## config.mk

```make
export PLATFORM = sky130hd
export DESIGN_NAME = irq_ctrl_top
export DESIGN_NICKNAME = d
export VERILOG_FILES = /design/src/logic/irq_pkg.sv /design/src/logic/wb_pkg.sv /design/src/logic/priority_encoder.sv /design/src/logic/gray_code_priority_comp.sv /design/src/logic/irq_pending.sv /design/src/logic/wb_irq_regs.sv /design/src/logic/irq_ctrl_top.sv
export SDC_FILE = /design/constraint.sdc
export NUM_CORES = 1
export LEC_CHECK = 0
export BUFFER_PORTS_ARGS = -buffer_cell sky130_fd_sc_hd__buf_2
export CAP_MARGIN = 25
export CORE_MARGIN = 3
export CORE_UTILIZATION = 50
export CTS_CLUSTER_DIAMETER = 30
export CTS_CLUSTER_SIZE = 30
export DETAILED_ROUTE_END_ITERATION = 8
export PLACE_DENSITY = 0.85
export SLEW_MARGIN = 40
export SYNTH_ARGS = -nofsm -noshare
export SYNTH_HDL_FRONTEND = slang
export SYNTH_SLANG_ARGS = --single-unit
```

## constraint.sdc

```tcl
create_clock -name clk -period 4.76 [get_ports clk]
set_input_delay 0.952 -clock clk [delete_from_list [all_inputs] [get_ports clk]]
set_output_delay 0.952 -clock clk [all_outputs]
set_load 0.03 [all_outputs]
```

## src/logic/irq_pkg.sv

```systemverilog
// Interrupt controller definitions
package irq_pkg;

    // Number of interrupt lines unless the top sets another
    localparam int NUM_IRQ_DEFAULT = 8;

    // Register word indices, as seen in the address select slice
    localparam logic [1:0] REG_STATUS  = 2'd0;
    localparam logic [1:0] REG_PENDING = 2'd1;
    localparam logic [1:0] REG_MASK    = 2'd2;
    localparam logic [1:0] REG_RAW     = 2'd3;

    // Status word layout
    // Binary index of the winning line
    localparam int STATUS_BIN_LSB   = 0;
    // Gray coded index of the winning line
    localparam int STATUS_GRAY_LSB  = 8;
    // Set while any unmasked line is pending
    localparam int STATUS_VALID_BIT = 31;

endpackage

```

## src/logic/wb_pkg.sv

```systemverilog
// Wishbone bus definitions
package wb_pkg;

    // Data bus width
    localparam int WB_DATA_W = 32;

    // Byte address width, four word registers
    localparam int WB_ADDR_W = 4;

    // Word register select, address bits 3:2
    localparam int REG_SEL_LSB = 2;
    localparam int REG_SEL_W   = 2;

endpackage

```

## src/logic/priority_encoder.sv

```systemverilog
// Lowest set bit encoder
`timescale 1ns/100ps
module priority_encoder #(
    parameter int WIDTH = irq_pkg::NUM_IRQ_DEFAULT
) (
    input  logic [WIDTH-1:0]         data_in,
    output logic [$clog2(WIDTH)-1:0] binary_priority
);

    localparam int IDX_W = $clog2(WIDTH);

    logic [WIDTH-1:0] below_clear;
    logic [WIDTH-1:0] one_hot;

    // below_clear[i] is high when no bit under i is set
    assign below_clear[0] = 1'b1;

    genvar g;
    generate
        for (g = 1; g < WIDTH; g++) begin : g_prefix
            assign below_clear[g] = below_clear[g-1] & ~data_in[g-1];
        end
    endgenerate

    // At most one bit survives, the lowest one
    assign one_hot = data_in & below_clear;

    // OR together the indices of the surviving bit
    always_comb begin
        binary_priority = '0;
        for (int i = 0; i < WIDTH; i++) begin
            if (one_hot[i]) begin
                binary_priority = binary_priority | IDX_W'(i);
            end
        end
    end

endmodule

```

## src/logic/gray_code_priority_comp.sv

```systemverilog
// Registered priority index in binary and Gray code
`timescale 1ns/100ps
module gray_code_priority_comp #(
    parameter int WIDTH = irq_pkg::NUM_IRQ_DEFAULT
) (
    input  logic                     clk,
    input  logic                     rst_n,
    input  logic [WIDTH-1:0]         data_in,
    output logic [$clog2(WIDTH)-1:0] binary_priority,
    output logic [$clog2(WIDTH)-1:0] gray_priority,
    output logic                     valid
);

    localparam int IDX_W = $clog2(WIDTH);

    logic [IDX_W-1:0] enc_index;
    logic             any_set;

    // Reflected binary code of an index
    function automatic logic [IDX_W-1:0] to_gray(input logic [IDX_W-1:0] bin);
        return bin ^ (bin >> 1);
    endfunction

    priority_encoder #(
        .WIDTH(WIDTH)
    ) u_priority_encoder (
        .data_in        (data_in),
        .binary_priority(enc_index)
    );

    assign any_set = |data_in;

    // Index and flag update together so software never sees a mix
    always_ff @(posedge clk or negedge rst_n) begin
        if (!rst_n) begin
            valid           <= 1'b0;
            binary_priority <= '0;
            gray_priority   <= '0;
        end else begin
            valid           <= any_set;
            binary_priority <= enc_index;
            gray_priority   <= to_gray(enc_index);
        end
    end

endmodule

```

## src/logic/irq_pending.sv

```systemverilog
// Edge detect, pending and mask registers
`timescale 1ns/100ps
module irq_pending #(
    parameter int WIDTH = irq_pkg::NUM_IRQ_DEFAULT
) (
    input  logic             clk,
    input  logic             rst_n,
    input  logic [WIDTH-1:0] irq,
    input  logic [WIDTH-1:0] clr_pulse,
    input  logic             mask_we,
    input  logic [WIDTH-1:0] mask_wdata,
    output logic [WIDTH-1:0] pending,
    output logic [WIDTH-1:0] mask,
    output logic [WIDTH-1:0] raw,
    output logic [WIDTH-1:0] masked
);

    logic [WIDTH-1:0] irq_q;
    logic [WIDTH-1:0] rise;

    // Only a low to high step counts, a held line does not retrigger
    assign rise = irq & ~irq_q;

    always_ff @(posedge clk or negedge rst_n) begin
        if (!rst_n) begin
            irq_q <= '0;
        end else begin
            irq_q <= irq;
        end
    end

    // Clear first, then set, so a new edge beats a clear on the same bit
    always_ff @(posedge clk or negedge rst_n) begin
        if (!rst_n) begin
            pending <= '0;
        end else begin
            pending <= (pending & ~clr_pulse) | rise;
        end
    end

    // All lines start masked
    always_ff @(posedge clk or negedge rst_n) begin
        if (!rst_n) begin
            mask <= '0;
        end else if (mask_we) begin
            mask <= mask_wdata;
        end
    end

    // Current line levels for the RAW register
    assign raw = irq;

    // Requests that compete for the interrupt output
    assign masked = pending & mask;

endmodule

```

## src/logic/wb_irq_regs.sv

```systemverilog
// Wishbone register slave
`timescale 1ns/100ps
module wb_irq_regs #(
    parameter int WIDTH = irq_pkg::NUM_IRQ_DEFAULT
) (
    input  logic                         clk,
    input  logic                         rst_n,
    input  logic                         wb_cyc,
    input  logic                         wb_stb,
    input  logic                         wb_we,
    input  logic [wb_pkg::WB_ADDR_W-1:0] wb_adr,
    input  logic [wb_pkg::WB_DATA_W-1:0] wb_dat_w,
    input  logic [3:0]                   wb_sel,
    output logic [wb_pkg::WB_DATA_W-1:0] wb_dat_r,
    output logic                         wb_ack,
    input  logic [$clog2(WIDTH)-1:0]     binary_priority,
    input  logic [$clog2(WIDTH)-1:0]     gray_priority,
    input  logic                         valid,
    input  logic [WIDTH-1:0]             pending,
    input  logic [WIDTH-1:0]             mask,
    input  logic [WIDTH-1:0]             raw,
    output logic [WIDTH-1:0]             clr_pulse,
    output logic                         mask_we,
    output logic [WIDTH-1:0]             mask_wdata
);

    import irq_pkg::*;
    import wb_pkg::*;

    localparam int IDX_W = $clog2(WIDTH);

    logic                 access;
    logic                 wr_access;
    logic [REG_SEL_W-1:0] reg_sel;
    logic [WIDTH-1:0]     lane_bits;
    logic [WIDTH-1:0]     wr_bits;
    logic [WB_DATA_W-1:0] status_word;
    logic [WB_DATA_W-1:0] rd_data;

    // A new access is a strobe that has not been acknowledged yet
    assign access    = wb_cyc & wb_stb & ~wb_ack;
    assign wr_access = access & wb_we;
    assign reg_sel   = wb_adr[REG_SEL_LSB +: REG_SEL_W];

    // Byte lane that carries each interrupt bit
    always_comb begin
        for (int i = 0; i < WIDTH; i++) begin
            lane_bits[i] = wb_sel[i / 8];
        end
    end

    assign wr_bits = wb_dat_w[WIDTH-1:0] & lane_bits;

    // Write one to clear, lasts only the access cycle
    assign clr_pulse = (wr_access && reg_sel == REG_PENDING) ? wr_bits : '0;

    // Disabled lanes keep their old mask bits
    assign mask_we    = wr_access && (reg_sel == REG_MASK) && (|lane_bits);
    assign mask_wdata = wr_bits | (mask & ~lane_bits);

    always_comb begin
        status_word = '0;
        status_word[STATUS_BIN_LSB +: IDX_W]  = binary_priority;
        status_word[STATUS_GRAY_LSB +: IDX_W] = gray_priority;
        status_word[STATUS_VALID_BIT]         = valid;
    end

    // Read select, narrow registers are zero extended
    always_comb begin
        rd_data = '0;
        case (reg_sel)
            REG_STATUS:  rd_data = status_word;
            REG_PENDING: rd_data[WIDTH-1:0] = pending;
            REG_MASK:    rd_data[WIDTH-1:0] = mask;
            REG_RAW:     rd_data[WIDTH-1:0] = raw;
            default:     rd_data = '0;
        endcase
    end

    // One cycle ack per access
    always_ff @(posedge clk or negedge rst_n) begin
        if (!rst_n) begin
            wb_ack <= 1'b0;
        end else begin
            wb_ack <= access;
        end
    end

    // Read data is captured on the ack edge and held until the next read
    always_ff @(posedge clk) begin
        if (access && !wb_we) begin
            wb_dat_r <= rd_data;
        end
    end

endmodule

```

## src/logic/irq_ctrl_top.sv

```systemverilog
// Interrupt controller top level
`timescale 1ns/100ps
module irq_ctrl_top #(
    parameter int WIDTH = irq_pkg::NUM_IRQ_DEFAULT
) (
    input  logic                         clk,
    input  logic                         rst_n,
    input  logic                         wb_cyc,
    input  logic                         wb_stb,
    input  logic                         wb_we,
    input  logic [wb_pkg::WB_ADDR_W-1:0] wb_adr,
    input  logic [wb_pkg::WB_DATA_W-1:0] wb_dat_w,
    input  logic [3:0]                   wb_sel,
    output logic [wb_pkg::WB_DATA_W-1:0] wb_dat_r,
    output logic                         wb_ack,
    input  logic [WIDTH-1:0]             irq,
    output logic                         int_out
);

    logic [$clog2(WIDTH)-1:0] binary_priority;
    logic [$clog2(WIDTH)-1:0] gray_priority;
    logic                     valid;
    logic [WIDTH-1:0]         pending;
    logic [WIDTH-1:0]         mask;
    logic [WIDTH-1:0]         raw;
    logic [WIDTH-1:0]         masked;
    logic [WIDTH-1:0]         clr_pulse;
    logic                     mask_we;
    logic [WIDTH-1:0]         mask_wdata;

    wb_irq_regs #(
        .WIDTH(WIDTH)
    ) u_wb_irq_regs (
        .clk            (clk),
        .rst_n          (rst_n),
        .wb_cyc         (wb_cyc),
        .wb_stb         (wb_stb),
        .wb_we          (wb_we),
        .wb_adr         (wb_adr),
        .wb_dat_w       (wb_dat_w),
        .wb_sel         (wb_sel),
        .wb_dat_r       (wb_dat_r),
        .wb_ack         (wb_ack),
        .binary_priority(binary_priority),
        .gray_priority  (gray_priority),
        .valid          (valid),
        .pending        (pending),
        .mask           (mask),
        .raw            (raw),
        .clr_pulse      (clr_pulse),
        .mask_we        (mask_we),
        .mask_wdata     (mask_wdata)
    );

    irq_pending #(
        .WIDTH(WIDTH)
    ) u_irq_pending (
        .clk       (clk),
        .rst_n     (rst_n),
        .irq       (irq),
        .clr_pulse (clr_pulse),
        .mask_we   (mask_we),
        .mask_wdata(mask_wdata),
        .pending   (pending),
        .mask      (mask),
        .raw       (raw),
        .masked    (masked)
    );

    gray_code_priority_comp #(
        .WIDTH(WIDTH)
    ) u_gray_code_priority_comp (
        .clk            (clk),
        .rst_n          (rst_n),
        .data_in        (masked),
        .binary_priority(binary_priority),
        .gray_priority  (gray_priority),
        .valid          (valid)
    );

    // The valid flag is the processor interrupt
    assign int_out = valid;

endmodule

```

==> flow_metrics.env, run 1 <==
export IMPL_layout_min_cycle_time_ns=2.12
export IMPL_worstHoldPathType="flip-flop to flip-flop"
export IMPL_cp_top_family="simple AND/OR/NAND/NOR gates"
export IMPL_synth_seq_cells=43
export IMPL_cts_htree_levels=2
export IMPL_antenna_found_initial=0
export IMPL_syn_avg_cell_area_um2=12.9
export IMPL_slew_headroom_pct=54.1
export IMPL_syn_cell_area_um2=1980
export IMPL_synthCells=154
export IMPL_timing_fmax_mhz=472
export IMPL_track_usage_pct=14.9
export IMPL_root_buffer="clkbuf_8"
export IMPL_rsz0062_at_grt="false"
export IMPL_hpwl_um=2460
export IMPL_synth_top_area_cell="dfrtp_1"
export IMPL_powerDensity_nw_per_um2=397
export IMPL_multi_input_area_um2=687
export IMPL_drtAntennaViolNets=0
export IMPL_cts_setup_buffers=0
export IMPL_worstPathArrival_ns=2.30
export IMPL_clock_sinks=43
export IMPL_slowest_delay_ns=0.40
export IMPL_overflow=0
export IMPL_outcome="completed"
export IMPL_cts_path_max_buffers=2
export IMPL_worst_pin_slew_ns=0.685
export IMPL_vias=1209
export IMPL_timing_hold_ws_ns=0.417
export IMPL_grt_pass1_vias=1138
export IMPL_vdd_drop_max_v=0.000218
export IMPL_drc_errors=0
export IMPL_die_y_um=69
export IMPL_crit_chain="buf_2 -> nor2b_2 -> and4_4 -> mux2_4"
export IMPL_synth_top_flop_cell="dfrtp_1"
export IMPL_rows=22
export IMPL_yosys_warnings=0
export IMPL_crit_path_end_kind="flip-flop"
export IMPL_skew_ns=0.0101
export IMPL_die_w_um=69
export IMPL_die_area_um2=4760
export IMPL_synth_async_sr_flop_share_pct=72.1
export IMPL_dr_pass1_iters=4
export IMPL_ctsResizeCount=0
export IMPL_synth_edff_count=12
export IMPL_setup_violations=0
export IMPL_portBuffers=37
export IMPL_synth_area_leaders="dfrtp_1 39%, edfxtp_1 18%, buf_4 7.6%"
export IMPL_cp_required_ns=4.94
export IMPL_leakage_nw=1.05
export IMPL_final_core_util_pct=60.0
export IMPL_wire_per_inst_um=14.1
export IMPL_cts_tree="built"
export IMPL_synth_most_common_cell="dfrtp_1"
export IMPL_nets=247
export IMPL_drive_gt1_share_pct=37.9
export IMPL_maxSlewViolCount=0
export IMPL_grt_max_degree=32
export IMPL_start_kind="primary input"
export IMPL_synth_distinct_cells=34
export IMPL_synth_top_cells_by_count="31 x dfrtp_1, 20 x buf_4, 17 x inv_1, 17 x o21ai_0, 12 x edfxtp_1"
export IMPL_antennaDiodeCount=0
export IMPL_fp_coreArea_um2=3740
export IMPL_ys_seq_area_share_pct=57.3
export IMPL_setup_tns_final_ns=0
export IMPL_cts_hold_buffers=0
export IMPL_start_util_pct=53.0
export IMPL_seqCellArea_um2=1140
export IMPL_finalNonFillerCells=243
export IMPL_place_gp_congestion=0.835
export IMPL_netlist_area_leader_share_pct=39.1
export IMPL_finalWirelength_um=3420
export IMPL_cp_max_fo=11
export IMPL_ios=87
export IMPL_drt_initial_drc_count=74
export IMPL_hold_violations=0
export IMPL_n_fill_cell=332
export IMPL_clk_pin_slew_ns=0.08
export IMPL_crit_buf_inv=1
export IMPL_placed_cells=235
export IMPL_criticalPathCategory="primary input to flip-flop"
export IMPL_period_share_pct=44.5
export IMPL_cts_buffers=5
export IMPL_grt_first_pass_wirelength_um=5560
export IMPL_synthToLayoutAreaGrowth_pct=13.1
export IMPL_crit_slowest_cell="and4_4"
export IMPL_max_cap_violations=0
export IMPL_clock_latency_ns=0.30
export IMPL_via_per_inst=4.98
[layout make-up]
cell class / instances / share of cell area, %
multi-input cells: 90 / 30.6
clock inverters: 3 / 1.95
flip-flops and latches: 43 / 50.6
clock buffers: 5 / 3.07
repair buffers: 37 / 8.25
inverters: 17 / 2.84
well taps: 48 / 2.68
[cell usage in the layout (no fill, tap or decap), types with 3 or more instances in the layout]
master	count
buf_2	37
dfrtp_1	31
conb_1	20
o21ai_0	17
inv_1	17
edfxtp_1	12
mux2_4	8
nand2_1	5
mux2_2	5
clkbuf_8	5
a22o_1	4
and2_1	4
mux4_2	3
[logic make-up after synthesis]
kind of cell / after synthesis / share of synthesized area [%]
flops: 43 / 57.3
mux: 17 / 12.8
buf+inv: 40 / 11.9
other cells: 1 / 0.189
simple gates: 20 / 6.49
compound gates: 33 / 11.4
[report_power, final]
group          switching (mW)  internal (mW)
combinational          0.0925         0.0745
clock                   0.126          0.156
sequential             0.0216          0.421
[layer usage]
layer / vias up / routed length, um / track usage, %
li1: 573 / - / -
met1: 587 / 1500 / 19.7
met2: 43 / 1640 / 23.0
met3: 6 / 219 / 3.79
met4: 0 / 59 / 7.16
met5: - / 0 / 0
[worst paths after layout]
path                                        start                   endpoint  slack (ns)  cells past startpoint
min                        u_irq_pending.irq_q[5]   u_irq_pending.pending[5]        0.42                      1
max                                     wb_adr[3]                  flip-flop        2.64                      4
min reg2reg                u_irq_pending.irq_q[5]   u_irq_pending.pending[5]        0.42                      1
max reg2reg                  u_wb_irq_regs.wb_ack  u_wb_irq_regs.wb_dat_r[0]        3.15                      2
min in group asynchronous                   rst_n   u_irq_pending.pending[2]        0.69                      1
max in group asynchronous                   rst_n                  async pin        3.63                      1
[through the flow]
step           power (mW)  cell area, um2  setup WS [ns]
3_3_place_gp        0.613            2130           2.24
5_1_grt             0.934            2240           2.60
2_1_floorplan       0.587            2060           2.61
3_5_place_dp        0.618            2130           2.34
4_1_cts             0.895            2240           2.65
6_report            0.892            2240           2.64
[worst reg2reg max path: stages, from the launching register on]
cell	delay [ns]
dfrtp_1	0.38
and3b_2	0.27
nor2b_2	0.59
Note: power is estimated with default switching activity, not from simulation.
==> run 2, diff against run 1 <==
CORE_UTILIZATION = 47   (was 50)
PLACE_DENSITY = 0.8   (was 0.85)
clock period = 2.1 ns   (was 4.76 ns; I/O delays follow)
==> flow_metrics.env, run 2 (synthesis results as in run 1) <==
export IMPL_outcome="completed"
export IMPL_portBuffers=37
export IMPL_clock_latency_ns=0.30
export IMPL_vdd_drop_max_v=0.000630
export IMPL_via_per_inst=4.94
export IMPL_skew_ns=0.00944
export IMPL_worstHoldPathType="primary input to async pin"
export IMPL_fp_coreArea_um2=3850
export IMPL_drive_gt1_share_pct=37.7
export IMPL_rsz0062_at_grt="false"
export IMPL_grt_max_degree=32
export IMPL_nets=251
export IMPL_ctsResizeCount=0
export IMPL_overflow=0
export IMPL_setup_violations=0
export IMPL_cp_required_ns=2.28
export IMPL_track_usage_pct=14.3
export IMPL_slew_headroom_pct=54.0
export IMPL_wire_per_inst_um=14.0
export IMPL_hpwl_um=2580
export IMPL_cts_htree_levels=2
export IMPL_leakage_nw=1.07
export IMPL_grt_pass1_vias=1123
export IMPL_vias=1221
export IMPL_postLayoutCellArea_um2=2270
export IMPL_dr_pass1_iters=4
export IMPL_cts_hold_buffers=0
export IMPL_ios=87
export IMPL_period_share_pct=68.9
export IMPL_worstPathArrival_ns=1.62
export IMPL_r2r_worst_path_cells=3
export IMPL_timing_fmax_mhz=691
export IMPL_cts_setup_buffers=0
export IMPL_antennaDiodeCount=0
export IMPL_drt_initial_drc_count=60
export IMPL_place_gp_congestion=0.754
export IMPL_antenna_found_initial=0
export IMPL_drc_errors=0
export IMPL_powerDensity_nw_per_um2=885
export IMPL_cts_path_max_buffers=2
export IMPL_hold_violations=0
export IMPL_die_w_um=71.0
export IMPL_total_power_mw=2.00
export IMPL_drtAntennaViolNets=0
export IMPL_start_kind="flip-flop"
export IMPL_worst_pin_slew_ns=0.690
export IMPL_start_util_pct=51.5
export IMPL_crit_path_end_kind="flip-flop"
export IMPL_die_y_um=71.0
export IMPL_cp_max_fo=8
export IMPL_final_common_cell="buf_2"
export IMPL_layout_min_cycle_time_ns=1.45
export IMPL_clk_pin_slew_ns=0.08
export IMPL_reg2reg_slack_ns=0.65
export IMPL_setup_tns_final_ns=0
export IMPL_finalWirelength_um=3450
export IMPL_grt_first_pass_wirelength_um=5440
export IMPL_timing_rr_start="u_wb_irq_regs.wb_ack"
export IMPL_cts_buffers=5
export IMPL_maxSlewViolCount=0
export IMPL_die_area_um2=5040
export IMPL_postPlaceCellArea_um2=2160
export IMPL_synthToLayoutAreaGrowth_pct=14.2
export IMPL_root_buffer="clkbuf_8"
export IMPL_cts_tree="built"
export IMPL_clock_sinks=43
export IMPL_max_cap_violations=0
export IMPL_criticalPathCategory="flip-flop to flip-flop"
export IMPL_rows=22
export IMPL_layout_common_cells="37 x buf_2, 31 x dfrtp_1, 20 x conb_1"
[run 2: cell count changes in the layout (fill, tap and decap cells not counted)]
cell and delta:
clkinv_2 -1, nor2b_2 -1, clkinv_4 -1, clkbuf_1 +2
nor2b_1 +1, buf_4 +4
[run 2: cell type report]
cell class,count,area [um2]
flip-flops and latches,43,1140
clock buffers,7,76.3
repair buffers,41,215
multi-input cells,90,684
inverters,17,63.8
well taps,48,60.1
clock inverters,1,30.0
fillers,344,1590
[run 2: worst max path at each step]
stage / startpoint / to / slack, ns / depth (start not counted)
5_1_grt: u_wb_irq_regs.wb_ack / u_irq_pending.pending[0] / 0.57 / 4
2_1_floorplan: u_wb_irq_regs.wb_ack / u_wb_irq_regs.wb_dat_r[0] / 0.34 / 2
4_1_cts: u_wb_irq_regs.wb_ack / flip-flop / 0.65 / 3
3_5_place_dp: wb_adr[3] / u_irq_pending.pending[4] / 0.44 / 6
3_3_place_gp: wb_adr[3] / u_irq_pending.pending[4] / 0.46 / 6
6_report: u_wb_irq_regs.wb_ack / flip-flop / 0.65 / 3
[run 2: layer usage]
layer	up-vias	global-route usage, %	part of all wire (%)
met4	0	7.93	2.4
met2	41	22.9	50
met5	-	0	0
met1	587	18.0	42
li1	585	-	-
met3	8	3.27	6.2
[run 2: per-stage QoR]
step                setup WS [ns]  cells  util [%]  hold slack [ns]
detailed placement          0.436    239      56.0            0.413
global route                0.571    247      58.8            0.211
CTS                         0.652    247      58.8            0.176
finish                      0.653    247      58.8            0.157
floorplan                   0.339    173         -            0.124
global placement            0.461    239      56.0            0.402
[run 2: critical path, cell delays in order (launching register included)]
cell and delay, ns:
dfrtp_1 0.37, and3b_2 0.28, and4_4 0.36, mux2_4 0.32
[run 2: report_power, final]
part           switching (mW)  internal [mW]  total, mW  leakage, nW
Clock                   0.263          0.356      0.619       0.0524
Sequential             0.0508          0.955       1.01        0.464
Combinational           0.207          0.173      0.380        0.552
